===== src/common/core_pkg.sv =====
`default_nettype none

package core_pkg;

	// basic widths
	typedef logic [31:0] vaddr_t;
	typedef logic [31:0] paddr_t;
	typedef logic [31:0] word_t;
	typedef logic [1:0]  plv_t;
	typedef logic [1:0]  mat_t;

	// 0 is fetch, 1 is load/store
	typedef logic port_id_t;

	// current mode register, same field order as the architectural CRMD
	typedef struct packed {
		mat_t datm;
		mat_t datf;
		logic pg;
		logic da;
		logic ie;     // interrupts not modeled here
		plv_t plv;
	} crmd_t;

	// direct-map window
	typedef struct packed {
		logic [2:0] vseg;
		logic [2:0] pseg;
		mat_t       mat;
		logic       plv3;
		logic       plv0;
	} dmw_t;

	// request as seen at a requester port
	typedef struct packed {
		vaddr_t vaddr;
		logic   we;
		word_t  wdata;
	} port_req_t;

	// translated request waiting in a port queue
	typedef struct packed {
		paddr_t paddr;
		logic   uncached;
		logic   fault;
		logic   we;
		word_t  wdata;
	} queue_entry_t;

	// single memory port request
	typedef struct packed {
		port_id_t port;
		paddr_t   paddr;
		logic     uncached;
		logic     we;
		word_t    wdata;
	} mem_req_t;

	// response returned to the requesters
	typedef struct packed {
		port_id_t port;
		paddr_t   paddr;
		logic     uncached;
		logic     fault;
		logic     bus_err;
		word_t    rdata;
	} core_resp_t;

	typedef enum logic [1:0] {
		ARB_IDLE  = 2'd0,
		ARB_ISSUE = 2'd1,
		ARB_WAIT  = 2'd2,
		ARB_RESP  = 2'd3
	} arb_state_e;

endpackage

`default_nettype wire


===== src/verilog/addr_trans.sv =====
`timescale 1ns/1ps
`default_nettype none

module addr_trans #(
	parameter bit FETCH_PORT = 1'b0
) (
	input  wire logic                   clk,
	input  wire logic                   rst_n_i,
	input  wire logic                   req_valid_i,
	input  wire core_pkg::port_req_t    req_i,
	input  wire core_pkg::crmd_t        crmd_i,
	input  wire core_pkg::dmw_t         dmw0_i,
	input  wire core_pkg::dmw_t         dmw1_i,
	output logic                        push_o,
	output core_pkg::queue_entry_t      entry_o
);

	import core_pkg::*;

	logic   dmw0_hit;
	logic   dmw1_hit;
	paddr_t paddr;
	mat_t   mat;
	logic   fault;

	// window enabled for this plv and segment matches
	function automatic logic win_hit(dmw_t dmw, plv_t plv, vaddr_t va);
		logic plv_ok;
		plv_ok = (dmw.plv0 && plv == 2'd0) || (dmw.plv3 && plv == 2'd3);
		return plv_ok && (dmw.vseg == va[31:29]);
	endfunction

	assign dmw0_hit = win_hit(dmw0_i, crmd_i.plv, req_i.vaddr);
	assign dmw1_hit = win_hit(dmw1_i, crmd_i.plv, req_i.vaddr);

	always_comb begin
		paddr = req_i.vaddr;
		mat   = '0;
		fault = 1'b0;
		if (crmd_i.da) begin
			mat = FETCH_PORT ? crmd_i.datf : crmd_i.datm;
		end else if (crmd_i.pg && dmw0_hit) begin
			// dmw0 has priority on a double hit
			paddr = {dmw0_i.pseg, req_i.vaddr[28:0]};
			mat   = dmw0_i.mat;
		end else if (crmd_i.pg && dmw1_hit) begin
			paddr = {dmw1_i.pseg, req_i.vaddr[28:0]};
			mat   = dmw1_i.mat;
		end else begin
			// no tlb, so paged miss or no mode at all faults
			fault = 1'b1;
		end
	end

	always_ff @(posedge clk) begin
		if (!rst_n_i) begin
			push_o <= 1'b0;
		end else begin
			push_o <= req_valid_i;
		end
	end

	always_ff @(posedge clk) begin
		if (req_valid_i) begin
			entry_o.paddr    <= paddr;
			entry_o.uncached <= (mat == 2'd0);
			entry_o.fault    <= fault;
			// fetch only reads
			entry_o.we       <= FETCH_PORT ? 1'b0 : req_i.we;
			entry_o.wdata    <= req_i.wdata;
		end
	end

endmodule

`default_nettype wire


===== src/verilog/resp_timer.sv =====
`timescale 1ns/1ps
`default_nettype none

module resp_timer #(
	parameter int unsigned MEM_TIMEOUT = 32
) (
	input  wire logic clk,
	input  wire logic rst_n_i,
	input  wire logic run_i,
	output logic      expired_o
);

	localparam int unsigned CNT_W = $clog2(MEM_TIMEOUT + 1);

	logic [CNT_W-1:0] count;

	always_ff @(posedge clk) begin
		if (!rst_n_i) begin
			count <= '0;
		end else if (!run_i) begin
			count <= '0;
		end else if (!expired_o) begin
			// saturate once expired
			count <= count + 1'b1;
		end
	end

	assign expired_o = (count == CNT_W'(MEM_TIMEOUT));

endmodule

`default_nettype wire


===== src/bus_arbiter/req_queue.sv =====
`timescale 1ns/1ps
`default_nettype none

module req_queue #(
	parameter int unsigned QUEUE_DEPTH = 4
) (
	input  wire logic                   clk,
	input  wire logic                   rst_n_i,
	input  wire logic                   push_i,
	input  wire core_pkg::queue_entry_t entry_i,
	input  wire logic                   pop_i,
	output logic                        empty_o,
	output core_pkg::queue_entry_t      head_o,
	output logic                        credit_o
);

	import core_pkg::*;

	localparam int unsigned PTR_W = (QUEUE_DEPTH > 1) ? $clog2(QUEUE_DEPTH) : 1;
	localparam int unsigned CNT_W = $clog2(QUEUE_DEPTH + 1);

	queue_entry_t     slots [QUEUE_DEPTH];
	logic [PTR_W-1:0] wr_ptr;
	logic [PTR_W-1:0] rd_ptr;
	logic [CNT_W-1:0] count;
	logic             do_pop;

	function automatic logic [PTR_W-1:0] ptr_inc(logic [PTR_W-1:0] ptr);
		return (ptr == PTR_W'(QUEUE_DEPTH - 1)) ? '0 : ptr + 1'b1;
	endfunction

	assign do_pop  = pop_i && !empty_o;
	assign empty_o = (count == '0);
	assign head_o  = slots[rd_ptr];

	// one credit back per freed slot
	assign credit_o = do_pop;

	always_ff @(posedge clk) begin
		if (!rst_n_i) begin
			wr_ptr <= '0;
			rd_ptr <= '0;
			count  <= '0;
		end else begin
			if (push_i) begin
				wr_ptr <= ptr_inc(wr_ptr);
			end
			if (do_pop) begin
				rd_ptr <= ptr_inc(rd_ptr);
			end
			case ({push_i, do_pop})
				2'b10:   count <= count + 1'b1;
				2'b01:   count <= count - 1'b1;
				default: count <= count;
			endcase
		end
	end

	// overflow is prevented by the requester credits
	always_ff @(posedge clk) begin
		if (push_i) begin
			slots[wr_ptr] <= entry_i;
		end
	end

endmodule

`default_nettype wire


===== src/bus_arbiter/arb_fsm.sv =====
`timescale 1ns/1ps
`default_nettype none

module arb_fsm (
	input  wire logic                         clk,
	input  wire logic                         rst_n_i,
	input  wire logic [1:0]                   empty_i,
	input  wire core_pkg::queue_entry_t [1:0] head_i,
	output logic [1:0]                        pop_o,
	output logic                              mem_req_valid_o,
	output core_pkg::mem_req_t                mem_req_o,
	input  wire logic                         mem_req_ready_i,
	input  wire logic                         mem_rvalid_i,
	input  wire core_pkg::word_t              mem_rdata_i,
	output logic                              timer_run_o,
	input  wire logic                         timer_expired_i,
	output logic                              resp_valid_o,
	output core_pkg::core_resp_t              resp_o
);

	import core_pkg::*;

	arb_state_e   state;
	arb_state_e   state_nxt;
	port_id_t     last_port;
	port_id_t     sel_port;
	logic         any_req;
	port_id_t     cur_port;
	queue_entry_t cur_entry;
	word_t        rdata_q;
	logic         bus_err_q;

	// prefer the port not served last
	always_comb begin
		sel_port = last_port;
		any_req  = 1'b0;
		if (!empty_i[~last_port]) begin
			sel_port = ~last_port;
			any_req  = 1'b1;
		end else if (!empty_i[last_port]) begin
			any_req  = 1'b1;
		end
	end

	always_comb begin
		pop_o = '0;
		if (state == ARB_IDLE && any_req) begin
			pop_o[sel_port] = 1'b1;
		end
	end

	always_comb begin
		state_nxt = state;
		case (state)
			ARB_IDLE: begin
				if (any_req) begin
					// faulted entries skip memory entirely
					state_nxt = head_i[sel_port].fault ? ARB_RESP : ARB_ISSUE;
				end
			end
			ARB_ISSUE: if (mem_req_ready_i) state_nxt = ARB_WAIT;
			ARB_WAIT:  if (mem_rvalid_i || timer_expired_i) state_nxt = ARB_RESP;
			default:   state_nxt = ARB_IDLE;
		endcase
	end

	always_ff @(posedge clk) begin
		if (!rst_n_i) begin
			state     <= ARB_IDLE;
			last_port <= 1'b0;
		end else begin
			state <= state_nxt;
			if (state == ARB_IDLE && any_req) begin
				last_port <= sel_port;
			end
		end
	end

	always_ff @(posedge clk) begin
		if (state == ARB_IDLE && any_req) begin
			cur_port  <= sel_port;
			cur_entry <= head_i[sel_port];
			rdata_q   <= '0;
			bus_err_q <= 1'b0;
		end else if (state == ARB_WAIT) begin
			if (mem_rvalid_i) begin
				rdata_q <= cur_entry.we ? '0 : mem_rdata_i;
			end else if (timer_expired_i) begin
				bus_err_q <= 1'b1;
			end
		end
	end

	assign timer_run_o     = (state == ARB_WAIT);
	assign mem_req_valid_o = (state == ARB_ISSUE);
	assign mem_req_o = '{
		port:     cur_port,
		paddr:    cur_entry.paddr,
		uncached: cur_entry.uncached,
		we:       cur_entry.we,
		wdata:    cur_entry.wdata
	};

	assign resp_valid_o = (state == ARB_RESP);
	assign resp_o = '{
		port:     cur_port,
		paddr:    cur_entry.paddr,
		uncached: cur_entry.uncached,
		fault:    cur_entry.fault,
		bus_err:  bus_err_q,
		rdata:    rdata_q
	};

endmodule

`default_nettype wire


===== src/verilog/core.sv =====
`timescale 1ns/1ps
`default_nettype none

module core #(
	parameter int unsigned QUEUE_DEPTH = 4,
	parameter int unsigned MEM_TIMEOUT = 32
) (
	input  wire logic                      clk,
	input  wire logic                      rst_n_i,
	input  wire core_pkg::crmd_t           crmd_i,
	input  wire core_pkg::dmw_t            dmw0_i,
	input  wire core_pkg::dmw_t            dmw1_i,
	input  wire logic [1:0]                req_valid_i,
	input  wire core_pkg::port_req_t [1:0] req_i,
	output logic [1:0]                     credit_o,
	output logic                           mem_req_valid_o,
	output core_pkg::mem_req_t             mem_req_o,
	input  wire logic                      mem_req_ready_i,
	input  wire logic                      mem_rvalid_i,
	input  wire core_pkg::word_t           mem_rdata_i,
	output logic                           resp_valid_o,
	output core_pkg::core_resp_t           resp_o
);

	import core_pkg::*;

	logic [1:0]         push;
	logic [1:0]         pop;
	logic [1:0]         empty;
	queue_entry_t [1:0] trans_entry;
	queue_entry_t [1:0] head;
	logic               timer_run;
	logic               timer_expired;

	// port 0 fetch
	addr_trans #(.FETCH_PORT(1'b1)) u_trans_i (
		.clk(clk), .rst_n_i(rst_n_i),
		.req_valid_i(req_valid_i[0]), .req_i(req_i[0]),
		.crmd_i(crmd_i), .dmw0_i(dmw0_i), .dmw1_i(dmw1_i),
		.push_o(push[0]), .entry_o(trans_entry[0])
	);

	// port 1 load/store
	addr_trans #(.FETCH_PORT(1'b0)) u_trans_d (
		.clk(clk), .rst_n_i(rst_n_i),
		.req_valid_i(req_valid_i[1]), .req_i(req_i[1]),
		.crmd_i(crmd_i), .dmw0_i(dmw0_i), .dmw1_i(dmw1_i),
		.push_o(push[1]), .entry_o(trans_entry[1])
	);

	req_queue #(.QUEUE_DEPTH(QUEUE_DEPTH)) u_queue_i (
		.clk(clk), .rst_n_i(rst_n_i),
		.push_i(push[0]), .entry_i(trans_entry[0]),
		.pop_i(pop[0]), .empty_o(empty[0]), .head_o(head[0]),
		.credit_o(credit_o[0])
	);

	req_queue #(.QUEUE_DEPTH(QUEUE_DEPTH)) u_queue_d (
		.clk(clk), .rst_n_i(rst_n_i),
		.push_i(push[1]), .entry_i(trans_entry[1]),
		.pop_i(pop[1]), .empty_o(empty[1]), .head_o(head[1]),
		.credit_o(credit_o[1])
	);

	arb_fsm u_arb (
		.clk(clk), .rst_n_i(rst_n_i),
		.empty_i(empty), .head_i(head), .pop_o(pop),
		.mem_req_valid_o(mem_req_valid_o), .mem_req_o(mem_req_o),
		.mem_req_ready_i(mem_req_ready_i),
		.mem_rvalid_i(mem_rvalid_i), .mem_rdata_i(mem_rdata_i),
		.timer_run_o(timer_run), .timer_expired_i(timer_expired),
		.resp_valid_o(resp_valid_o), .resp_o(resp_o)
	);

	resp_timer #(.MEM_TIMEOUT(MEM_TIMEOUT)) u_timer (
		.clk(clk), .rst_n_i(rst_n_i),
		.run_i(timer_run), .expired_o(timer_expired)
	);

endmodule

`default_nettype wire


===== config.mk =====
export PLATFORM = sky130hd
export DESIGN_NAME = core
export DESIGN_NICKNAME = d
export VERILOG_FILES = /design/src/common/core_pkg.sv /design/src/verilog/addr_trans.sv /design/src/verilog/resp_timer.sv /design/src/bus_arbiter/req_queue.sv /design/src/bus_arbiter/arb_fsm.sv /design/src/verilog/core.sv
export SDC_FILE = /design/constraint.sdc
export NUM_CORES = 1
export LEC_CHECK = 0
export BUFFER_PORTS_ARGS = -buffer_cell sky130_fd_sc_hd__buf_4
export CORE_MARGIN = 10
export CORE_UTILIZATION = 48
export DETAILED_ROUTE_END_ITERATION = 8
export PLACE_DENSITY = 0.7
export SYNTH_ARGS = -nofsm -noshare
export SYNTH_HDL_FRONTEND = slang
export SYNTH_HIERARCHICAL = 1
export SYNTH_SLANG_ARGS = --single-unit

===== constraint.sdc =====
create_clock -name clk -period 4.95 [get_ports clk]
set_clock_uncertainty 0.15 [all_clocks]
set_input_delay 0.2475 -clock clk [delete_from_list [all_inputs] [get_ports clk]]
set_output_delay 0.2475 -clock clk [all_outputs]
set_load 0.005 [all_outputs]

* After elaboration in Yosys (flattened, before gate mapping)
Memory sizes are Yosys's and may differ from the RTL's. A register that Yosys moved wholly into a read port is not among the register bits.
Cells that the tools add are included.
** Operators by class
- Add/subtract/negate cells :: 9
- Mux-type cells :: 46
- Reductions and logical operators :: 35
- Magnitude comparators :: 4
- Equality and inequality tests :: 20
- Bitwise logic cells :: 2
** Operators with widths (number)
- $mux 32 :: 7
- $mux 67 :: 2
- $mux 2 :: 19
- $eq 2x2->1 const B :: 9
- $logic_and 1x1->1 :: 16
- $mux 1 :: 14
- $eq 3x3->1 :: 4
- $pmux 3 s2 :: 2
- $add 2x1->2 const B :: 4
- $logic_not 2->1 :: 4
- $add 3x1->3 const B :: 2
- $add 6x1->6 const B :: 1
- $eq 2x1->1 const B :: 3
- $eq 6x6->1 const B :: 1
- $logic_not 3->1 :: 2
- $lt 1x2->1 const B :: 3
- $pmux 2 s3 :: 1
- $reduce_and 3->1 :: 2
- $sub 3x1->3 const B :: 2
- $ne 2x1->1 const B :: 2
- $reduce_and 2->1 :: 2
- $reduce_bool 2->1 :: 2
- $reduce_or 2->1 :: 2
- $logic_or 1x1->1 :: 3
- 5 further kinds :: 7
** Word-level totals
- Register bits after elaboration :: 259
- Memories :: 2
- RAM bits :: 532
- Logic and storage cells :: 146
- Input bits :: 197
** Memory list
- u_queue_d.slots :: depth 4, bits a word 67, read ports 1, clocked after memory_dff 1, write ports 1, line req_queue.sv:22 : queue_entry_t slots [QUEUE_DEPTH];
- u_queue_i.slots :: depth 4, bits a word 66, read ports 1, clocked after memory_dff 1, write ports 1, line req_queue.sv:22

* Longest topological paths before layout
Gate-level depths: netlist of the first run.
- Depth in word-level cells :: 12
- Gate-level depth with buffers :: 14
- Depth with buffers taken out :: 13

* Hierarchy
The synthesis of the first run kept the hierarchy.
** By module, submodules not included
- req_queue :: cells each 400, area an instance 10164.7 um^2, instances 2, sequential area each 8227.9 um^2
- arb_fsm :: cells each 494, area an instance 4636.9 um^2, instances 1, sequential area each 2762.6 um^2
- addr_trans at u_trans_d :: cells each 104, area an instance 2308.5 um^2, instances 1, sequential area each 2031.9 um^2
- addr_trans at u_trans_i :: cells each 105, area an instance 2289.7 um^2, instances 1, sequential area each 2001.9 um^2
- resp_timer :: cells each 33, area an instance 317.8 um^2, instances 1, sequential area each 120.1 um^2

* Least setup slack after synthesis of the first run
OpenSTA, ideal clock, no wires.
- Kind :: register to register
- Start point :: reg u_arb.state[0]
- End point :: reg u_arb.cur_port (enable)
- Arrival time :: 3.003 ns
- Stages on the path, launching flop included :: 5
- Library setup time :: 0.459 ns
- Clock period less this slack :: 3.612 ns
- Slack :: 1.338 ns
- Data required time :: 4.341 ns
- Cell sequence :: dfxtp_1 inv_1 ha_1 a21boi_2 clkbuf_1
** On the way
- Cells in the longest elaborated chain, start to end :: 2
** RTL lines
- from (decl) :: line arb_fsm.sv:23 : arb_state_e state;
- from (signal assigned) :: line arb_fsm.sv:72 : state <= state_nxt;
- $logic_not 2->1 :: line arb_fsm.sv:80 : if (state == ARB_IDLE && any_req) begin
- $logic_and 1x1->1 :: line arb_fsm.sv:80
- to (signal assigned) :: line arb_fsm.sv:81 : cur_port <= sel_port;
- to (decl) :: line arb_fsm.sv:28 : port_id_t cur_port;
Every way passes these cells.
A chain may end at the register's enable or synchronous reset.

* Final worst setup path of the first run
- Start point :: reg u_arb.state[0]
- End point :: reg u_queue_i.count[2]
** On the way
- Cells in the longest elaborated chain, start to end :: 6
- Elaborated cells between the ends (all ways) :: 8
** RTL lines
- $logic_not 2->1 * :: line arb_fsm.sv:47 : if (state == ARB_IDLE && any_req) begin
- $logic_and 1x1->1 * :: line arb_fsm.sv:47
- $mux 2 * :: line arb_fsm.sv:47
- net pop[0] :: line core.sv:28 : logic [1:0] pop;
- $logic_and 1x1->1 * :: line req_queue.sv:32 : assign do_pop = pop_i && !empty_o;
- $eq 2x1->1 or $eq 2x2->1 (tied branches) :: line req_queue.sv:51 : case ({push_i, do_pop})
- $pmux 3 s2 or $reduce_bool 2->1 (tied branches)
- to (signal assigned) :: line req_queue.sv:52 : 2'b10: count <= count + 1'b1;
- to (signal assigned) :: line req_queue.sv:53 : 2'b01: count <= count - 1'b1;
- to (signal assigned) :: line req_queue.sv:54 : default: count <= count;
- to (decl) :: line req_queue.sv:25 : logic [CNT_W-1:0] count;
Mark *: on every way through the listed nets, which the timed path passes. The rest lies on a longest branch.

==> metrics.md, run 1 <==
| Metric | Value |
|---|---|
| Initial antenna violation count | 4 |
| Main synth FF type | edfxtp_1 |
| Average wire per standard cell | 23.8 um |
| Max_cap viols | 0 |
| P_leak | 13.1 nW |
| Power density cells | 464 mW/mm^2 |
| Synth Instances | 1536 |
| Clk_lat worst skew | 0.62 ns |
| CTS sink cnt | 799 |
| Area delta synth->final | 24.9% |
| Worst Hold Class | in2reg |
| First-pass GRT wire length | 106000 um |
| Max Freq | 0.298 GHz |
| Cell Rows | 91 |
| Starting Density | 0.484 |
| Final WL | 70400 um |
| Routability cong. | 0.801 |
| Die Height | 270 um |
| Number of synthesized register bits | 799 |
| CP Class | reg2reg |
| Most frequent cells in the layout | edfxtp_1 (737), buf_4 (354), nand2_1 (212) |
| Period utilization | 0.678 |
| Root Driver | clkbuf_16 |
| Worst-path maximum fanout | 25 |
| Overall Power | 17.3 mW |
| Detail Placement HPWL | 41000 um |
| Placed instance area | 0.0330 sq mm |
| Max VDD drop | 0.413 mV |
| Design area | 0.0373 sq mm |
| Synth area leaders | edfxtp_1 (74%), mux4_2 (10%), dfxtp_1 (4.2%), nand2_1 (2.7%), buf_4 (1.2%) |
| I/O Pins | 336 |
| Worst slack, placed | 1.65 ns |
| Req. time, crit path | 5.34 ns |
| Worst Tran Pin Value | 1.14 ns |
| CORE AREA | 0.0617 sq mm |
| Share of the synthesized area in the top cell type | 0.741 |
| Syn. warnings | 6 |
| Die Area | 0.0726 sq mm |
| RSZ-0062 raised after global routing | no |
| Syn Std Cell Area | 0.0299 sq mm |
| Sequential element share of the synthesized area | 0.782 |
| Worst Setup End Kind | register |
| Resize count post-CTS | 0 |
| Number of synthesized flops with an enable pin | 737 |
| Largest net degree at the start of global routing | 79 |
| Slew headroom | 0.238 |
| Async set-reset flop share out of synthesis | 0 |
| Setup total negative slack | 0 ns |
| 1st-iter DRT viols | 1405 |
| Endpoints failing hold | 0 |
| Tmin final | 3.35 ns |
| Drt drc | 0 |
| Layout cell share with drive strength beyond 1 | 0.300 |
| Setup ws final | 1.60 ns |
| Final nets | 2272 |
| Vias after detailed routing | 15.7k |
| Reg area | 0.0234 sq mm |
| H-Tree Depth | 3 |
| ANT nets after route | 0 |
| Total CTS buffers | 79 |
| Reg clk slew, reported paths | 0.06 ns |
| PortBufs | 333 |
| Vias per Instance | 5.32 |
| Drt first pass iters | 5 |
| Die width | 270 um |
| TritonCTS clock tree | done |
| Post-synthesis cell type count | 51 |
| Placed cells | 2633 |
| Synth Area per Inst | 19.5 sq um |
| Fin cells | 2956 |
| Gr ovfl total | 0 |
| Final core occ | 0.605 |
| Number of global-route vias before repair | 16.9k |
| Layout fillers | 4372 |
| Top cell type by total area after synthesis | edfxtp_1 |
| Setup violations, final | 0 |
| Type of element launching the critical path | register |
| Area of the multi-input gates | 0.00576 sq mm |
| Worst EP arrival | 3.74 ns |
| Gr usage total | 0.193 |
| Fin. max-slew vios | 0 |
| Clk buf depth | 3 |
| Hold WS | 0.116 ns |
| Syn nets | 1754 |
| Commonest non-fill, non-tap cell in the layout | edfxtp_1 |
| Outcome | finished clean |
==> final timing paths <==
path | slack (ns) | to | cells past startpoint | start
max | 1.60 | u_queue_i/count[2]$_SDFFE_PN0P_ | 13 | u_arb/state[0]$_SDFFE_PN0P_
min | 0.12 | u_trans_d/entry_o[23]$_DFFE_PP_ | 1 | req_valid_i[1]
max reg2reg | 1.60 | u_queue_i/count[2]$_SDFFE_PN0P_ | 13 | u_arb/state[0]$_SDFFE_PN0P_
min reg2reg | 0.32 | u_queue_d/slots[3][8]$_DFFE_PP_ | 0 | u_trans_d/entry_o[8]$_DFFE_PP_
==> registers in the layout, summed over array words and instances (netlist names), named ones only <==
name and cells:
u_queue_i/wr_ptr 2, u_arb/cur_port 1, u_queue_d/slots 268, u_arb/bus_err_q 1, u_trans_d/push_o 1, u_queue_i/slots 268, u_trans_i/entry_o 66, u_queue_i/rd_ptr 2
u_arb/resp_o 1, u_queue_i/count 3, u_arb/mem_req_o 66, u_queue_d/wr_ptr 2, u_trans_i/push_o 1, u_arb/last_port 1, u_queue_d/count 3, u_arb/state 2
u_timer/count 6, u_trans_d/entry_o 67, u_queue_d/rd_ptr 2, u_arb/rdata_q 32
==> Yosys cell counts (3+ instances only) <==
cell        n
and2_1     18
ha_1       19
buf_12      8
o21ai_0    13
a221o_1     6
xor2_1     10
o31ai_1     3
or3_1       3
nor2_1     43
xnor2_1     9
edfxtp_1  737
nor4_1      6
a21oi_1    38
clkbuf_1   21
nor3_1      4
nor3_2      3
dfxtp_1    62
buf_2      10
nand2b_1    3
buf_4      46
nand2_1   213
mux4_2    134
inv_1      25
nor3b_1    38
nor2b_1     7
buf_6       3
buf_1       6
nand3_1     9
a31oi_1     4
==> routing by layer <==
| metal | global-route usage | wire length, um |
|---|---|---|
| met4 | 0.0578 | 1490 |
| met3 | 0.0454 | 4780 |
| met5 | 0 | 7 |
| met2 | 0.337 | 36400 |
| met1 | 0.235 | 27700 |
==> worst max-delay path: stages, from the launching register on <==
cell	delay (ns)
dfxtp_1	0.36
inv_1	0.11
ha_1	0.25
a21boi_4	0.22
buf_4	0.42
and2_1	0.21
o31ai_1	0.14
inv_1	0.13
ha_1	0.19
inv_1	0.06
fa_1	0.39
xor2_1	0.16
or3_1	0.31
a21boi_0	0.17
==> power by group <==
group | internal [mW] | leakage [nW] | switching (mW)
Sequential | 8.16 | 7.32 | 0.408
Combinational | 1.25 | 4.51 | 1.52
Clock | 3.51 | 1.26 | 2.47
==> cell type report <==
| class | count | share of cell area |
|---|---|---|
| diodes | 1 | 0.0000670 |
| clock buffers | 93 | 0.0561 |
| clock inverters | 52 | 0.0137 |
| inverters | 26 | 0.00265 |
| multi-input cells | 617 | 0.154 |
| flip-flops and latches | 799 | 0.627 |
| well taps | 837 | 0.0281 |
| repair buffers | 531 | 0.119 |
==> timing repair <==
item / CTS / global route
buffers inserted: 0 / 0
hold buffers: 177 / 0
hold endpoints to repair: 196 / 0
==> cells by family (layout without fill, tap and decap cells) <==
group,after synthesis,in the layout,synth area share
other,1,2,0.000125
muxes,137,137,0.102
and+or+nand+nor,357,357,0.0556
AOI/OAI and AO/OA,82,82,0.0188
adders and majority gates,21,21,0.00930
DFF,799,799,0.782
buffers and inverters,120,702,0.0264
xor gates and xnor gates,19,19,0.00557
(Power assumes the default switching activity.)
==> inputs of run 2 (changes only) <==
==> constraint.sdc (replaced) <==
create_clock -name clk -period 3.4 [get_ports clk]
set_clock_uncertainty 0.15 [all_clocks]
set_input_delay 0.17 -clock clk [delete_from_list [all_inputs] [get_ports clk]]
set_output_delay 0.17 -clock clk [all_outputs]
set_load 0.005 [all_outputs]
==> run 2 against run 1 <==
Against the previous run:
- global-route usage down 0.17 points
- combinational power up 45%
- clock power up 47%
- routed wire length down 1.1%
- critical path type unchanged
- critical endpoint is now u_queue_d/count[2]$_SDFFE_PN0P_
==> metrics.md, run 2 (same netlist as run 1, synthesis figures left out) <==
| Metric | Value |
|---|---|
| Worst EP arrival | 3.43 ns (-0.31 ns) |
| Max_cap viols | 0 (unchanged) |
| Worst Tran Pin Value | 1.11 ns (-0.0361 ns) |
| P_leak | 13.2 nW (+1.0%) |
| Worst-path maximum fanout | 5 (-80%) |
| Worst Setup End Kind | register |
| Fin cells | 2978 (+0.74%) |
| TritonCTS clock tree | done |
| Reg2reg end | u_queue_d/count[2]$_SDFFE_PN0P_ |
| Tmin final | 3.04 ns (-0.318 ns) |
| Layout cell share with drive strength beyond 1 | 0.306 (+0.00590) |
| PortBufs | 333 (unchanged) |
| FF-to-FF setup slack | 0.36 ns (-1.23 ns) |
| 1st-iter DRT viols | 1216 (-13%) |
| Starting Density | 0.484 (unchanged) |
| Fin. max-slew vios | 0 (unchanged) |
| Setup violations, final | 0 (unchanged) |
| Cell Rows | 91 (unchanged) |
| Reg clk slew, reported paths | 0.06 ns (about the same) |
| Total CTS buffers | 81 (+2.5%) |
| Power density cells | 673 mW/mm^2 (+45%) |
| CP Class | reg2reg |
| Hold Path Origin | dmw1_i[5] |
| Average wire per standard cell | 23.4 um (-1.8%) |
| Vias after detailed routing | 15.8k (+0.62%) |
| CORE AREA | 0.0617 sq mm (unchanged) |
| Crit path max-delay family | simple AND/OR/NAND/NOR gates |
| Type of element launching the critical path | register |
| Area delta synth->final | 25.9% |
| Max VDD drop | 0.816 mV (+98%) |
| Root Driver | clkbuf_16 |
| RSZ-0062 raised after global routing | no |
| Setup total negative slack | 0 ns (unchanged) |
| Worst-case reg-to-reg path depth | 12 (-1) |
| CTS sink cnt | 799 (unchanged) |
| Final nets | 2292 (+0.88%) |
| Req. time, crit path | 3.79 ns (-1.55 ns) |
| Period utilization | 0.893 (+0.215) |
| Vias per Instance | 5.32 (-0.12%) |
| Critical Path Stages | 12 (-1) |
| Routability cong. | 0.844 (+5.4%) |
| H-Tree Depth | 3 (unchanged) |
| Clk_lat worst skew | 0.62 ns (about the same) |
| Commonest non-fill, non-tap cell in the layout | edfxtp_1 |
| Drt drc | 0 (unchanged) |
| CP max stage delay | 0.64 ns (+0.22 ns) |
| Layout fillers | 4358 (-0.32%) |
| I/O Pins | 336 (unchanged) |
| Initial antenna violation count | 5 (+1) |
| Endpoints failing hold | 0 (unchanged) |
| Placed cells | 2648 (+0.57%) |
| Die Height | 270 um (unchanged) |
| CP bufs+invs | 3 (-1) |
| First-pass GRT wire length | 105000 um (-0.82%) |
| Die width | 270 um (unchanged) |
| Worst path cell trace | nor3_1, a21oi_4, clkinv_2, and2_1, o31ai_1, inv_1, ha_1, inv_1, fa_1, xor2_1, or3_1, a21boi_0 |
| Hold Path Stages | 4 (+3) |
| ANT nets after route | 0 (unchanged) |
| Worst Hold End | u_trans_d/entry_o[65]$_DFFE_PP_ |
| Slowest cell on crit path | nor3_1 |
| Crit path top cell by count | inv_1 |
| Largest net degree at the start of global routing | 78 (-1.3%) |
| Detail Placement HPWL | 41400 um (+0.95%) |
| Outcome | finished clean |
| Clk buf depth | 3 (unchanged) |
| R2r startpoint | u_queue_i/count[1]$_SDFFE_PN0P_ |
| Biggest regs | u_queue_d/slots (268), u_queue_i/slots (268), u_trans_d/entry_o (67) |
| Worst Hold Class | in2reg |
| Most frequent cells in the layout | edfxtp_1 (737), buf_4 (362), nand2_1 (212) |
| Max Freq | 0.329 GHz (+10%) |
| Drt first pass iters | 5 (unchanged) |
| Number of global-route vias before repair | 17.0k (+0.41%) |
| Slew headroom | 0.262 (+0.0240) |
| Gr usage total | 0.191 (-0.00168) |
| Die Area | 0.0726 sq mm (unchanged) |
| Gr ovfl total | 0 (unchanged) |
| Final WL | 69600 um (-1.1%) |
| Final core occ | 0.610 (+0.00464) |
run 2: cell count changes in the layout (fill, tap and decap cells not counted), sizes merged:
cell,previous run,this run
clkinvlp,6,5
buf,354,369
diode,1,5
inv,30,29
dlygate4sd3,177,180
bufinv,9,6
clkinv,33,24
clkbuf,93,107
run 2: layout make-up:
| class | instances | area (sq um) | share of cell area |
|---|---|---|---|
| inverters | 26 | 98.8 | 0.00263 |
| repair buffers | 549 | 4660 | 0.124 |
| diodes | 5 | 12.5 | 0.000333 |
| multi-input cells | 617 | 5760 | 0.153 |
| clock buffers | 107 | 2290 | 0.0609 |
| well taps | 837 | 1050 | 0.0278 |
| clock inverters | 38 | 359 | 0.00955 |
| flip-flops and latches | 799 | 23400 | 0.622 |
run 2: metrics by stage:
stage                     setup WS [ns]  area [sq um]  power [mW]  hold WS, ns
after floorplan                   0.495         29900        14.6        0.119
after global placement            0.486         33200        16.5        0.198
after detailed placement          0.365         33200        16.6        0.200
after CTS                         0.364         37600        25.6      0.00441
after global routing              0.152         37600        26.4       0.0301
final                             0.363         37600        25.3       0.0464
run 2: power by group:
| group | switching (mW) | internal, mW |
|---|---|---|
| Sequential | 0.605 | 11.9 |
| Combinational | 2.17 | 1.86 |
| Clock | 3.59 | 5.20 |
| Total | 6.37 | 18.9 |
run 2: per-layer routing:
layer,vias up,part of all wire,global-route usage
li1,7029,-,-
met1,8062,0.39,0.237
met2,636,0.51,0.328
met3,103,0.073,0.0411
met4,0,0.023,0.0683
met5,-,0,0
run 2: how the worst max path moves through the flow:
stage	slack [ns]	start	to
after floorplan	0.50	u_queue_d/count[1]$_SDFFE_PN0P_	u_queue_i/count[2]$_SDFFE_PN0P_
after global placement	0.49	u_queue_i/count[1]$_SDFFE_PN0P_	u_queue_d/count[2]$_SDFFE_PN0P_
after detailed placement	0.36	u_queue_i/count[1]$_SDFFE_PN0P_	u_queue_d/count[2]$_SDFFE_PN0P_
after CTS	0.36	u_queue_i/count[1]$_SDFFE_PN0P_	u_queue_d/count[2]$_SDFFE_PN0P_
after global routing	0.15	u_queue_i/count[1]$_SDFFE_PN0P_	u_queue_d/count[2]$_SDFFE_PN0P_
final	0.36	u_queue_i/count[1]$_SDFFE_PN0P_	u_queue_d/count[2]$_SDFFE_PN0P_
run 2: what timing repair did:
action,in CTS,in global routing
hold buffers,180,0
buffers inserted,0,0
resized for setup,0,0
endpoints found under the hold margin,227,0
run 2: worst register-to-register path, cell delays in order, from the launching register on:
cell and delay (ns):
dfxtp_1 0.34, nor3_1 0.64, a21oi_4 0.15, clkinv_2 0.07, and2_1 0.12, o31ai_1 0.13
inv_1 0.12, ha_1 0.19, inv_1 0.06, fa_1 0.37, xor2_1 0.15, or3_1 0.30
a21boi_0 0.17
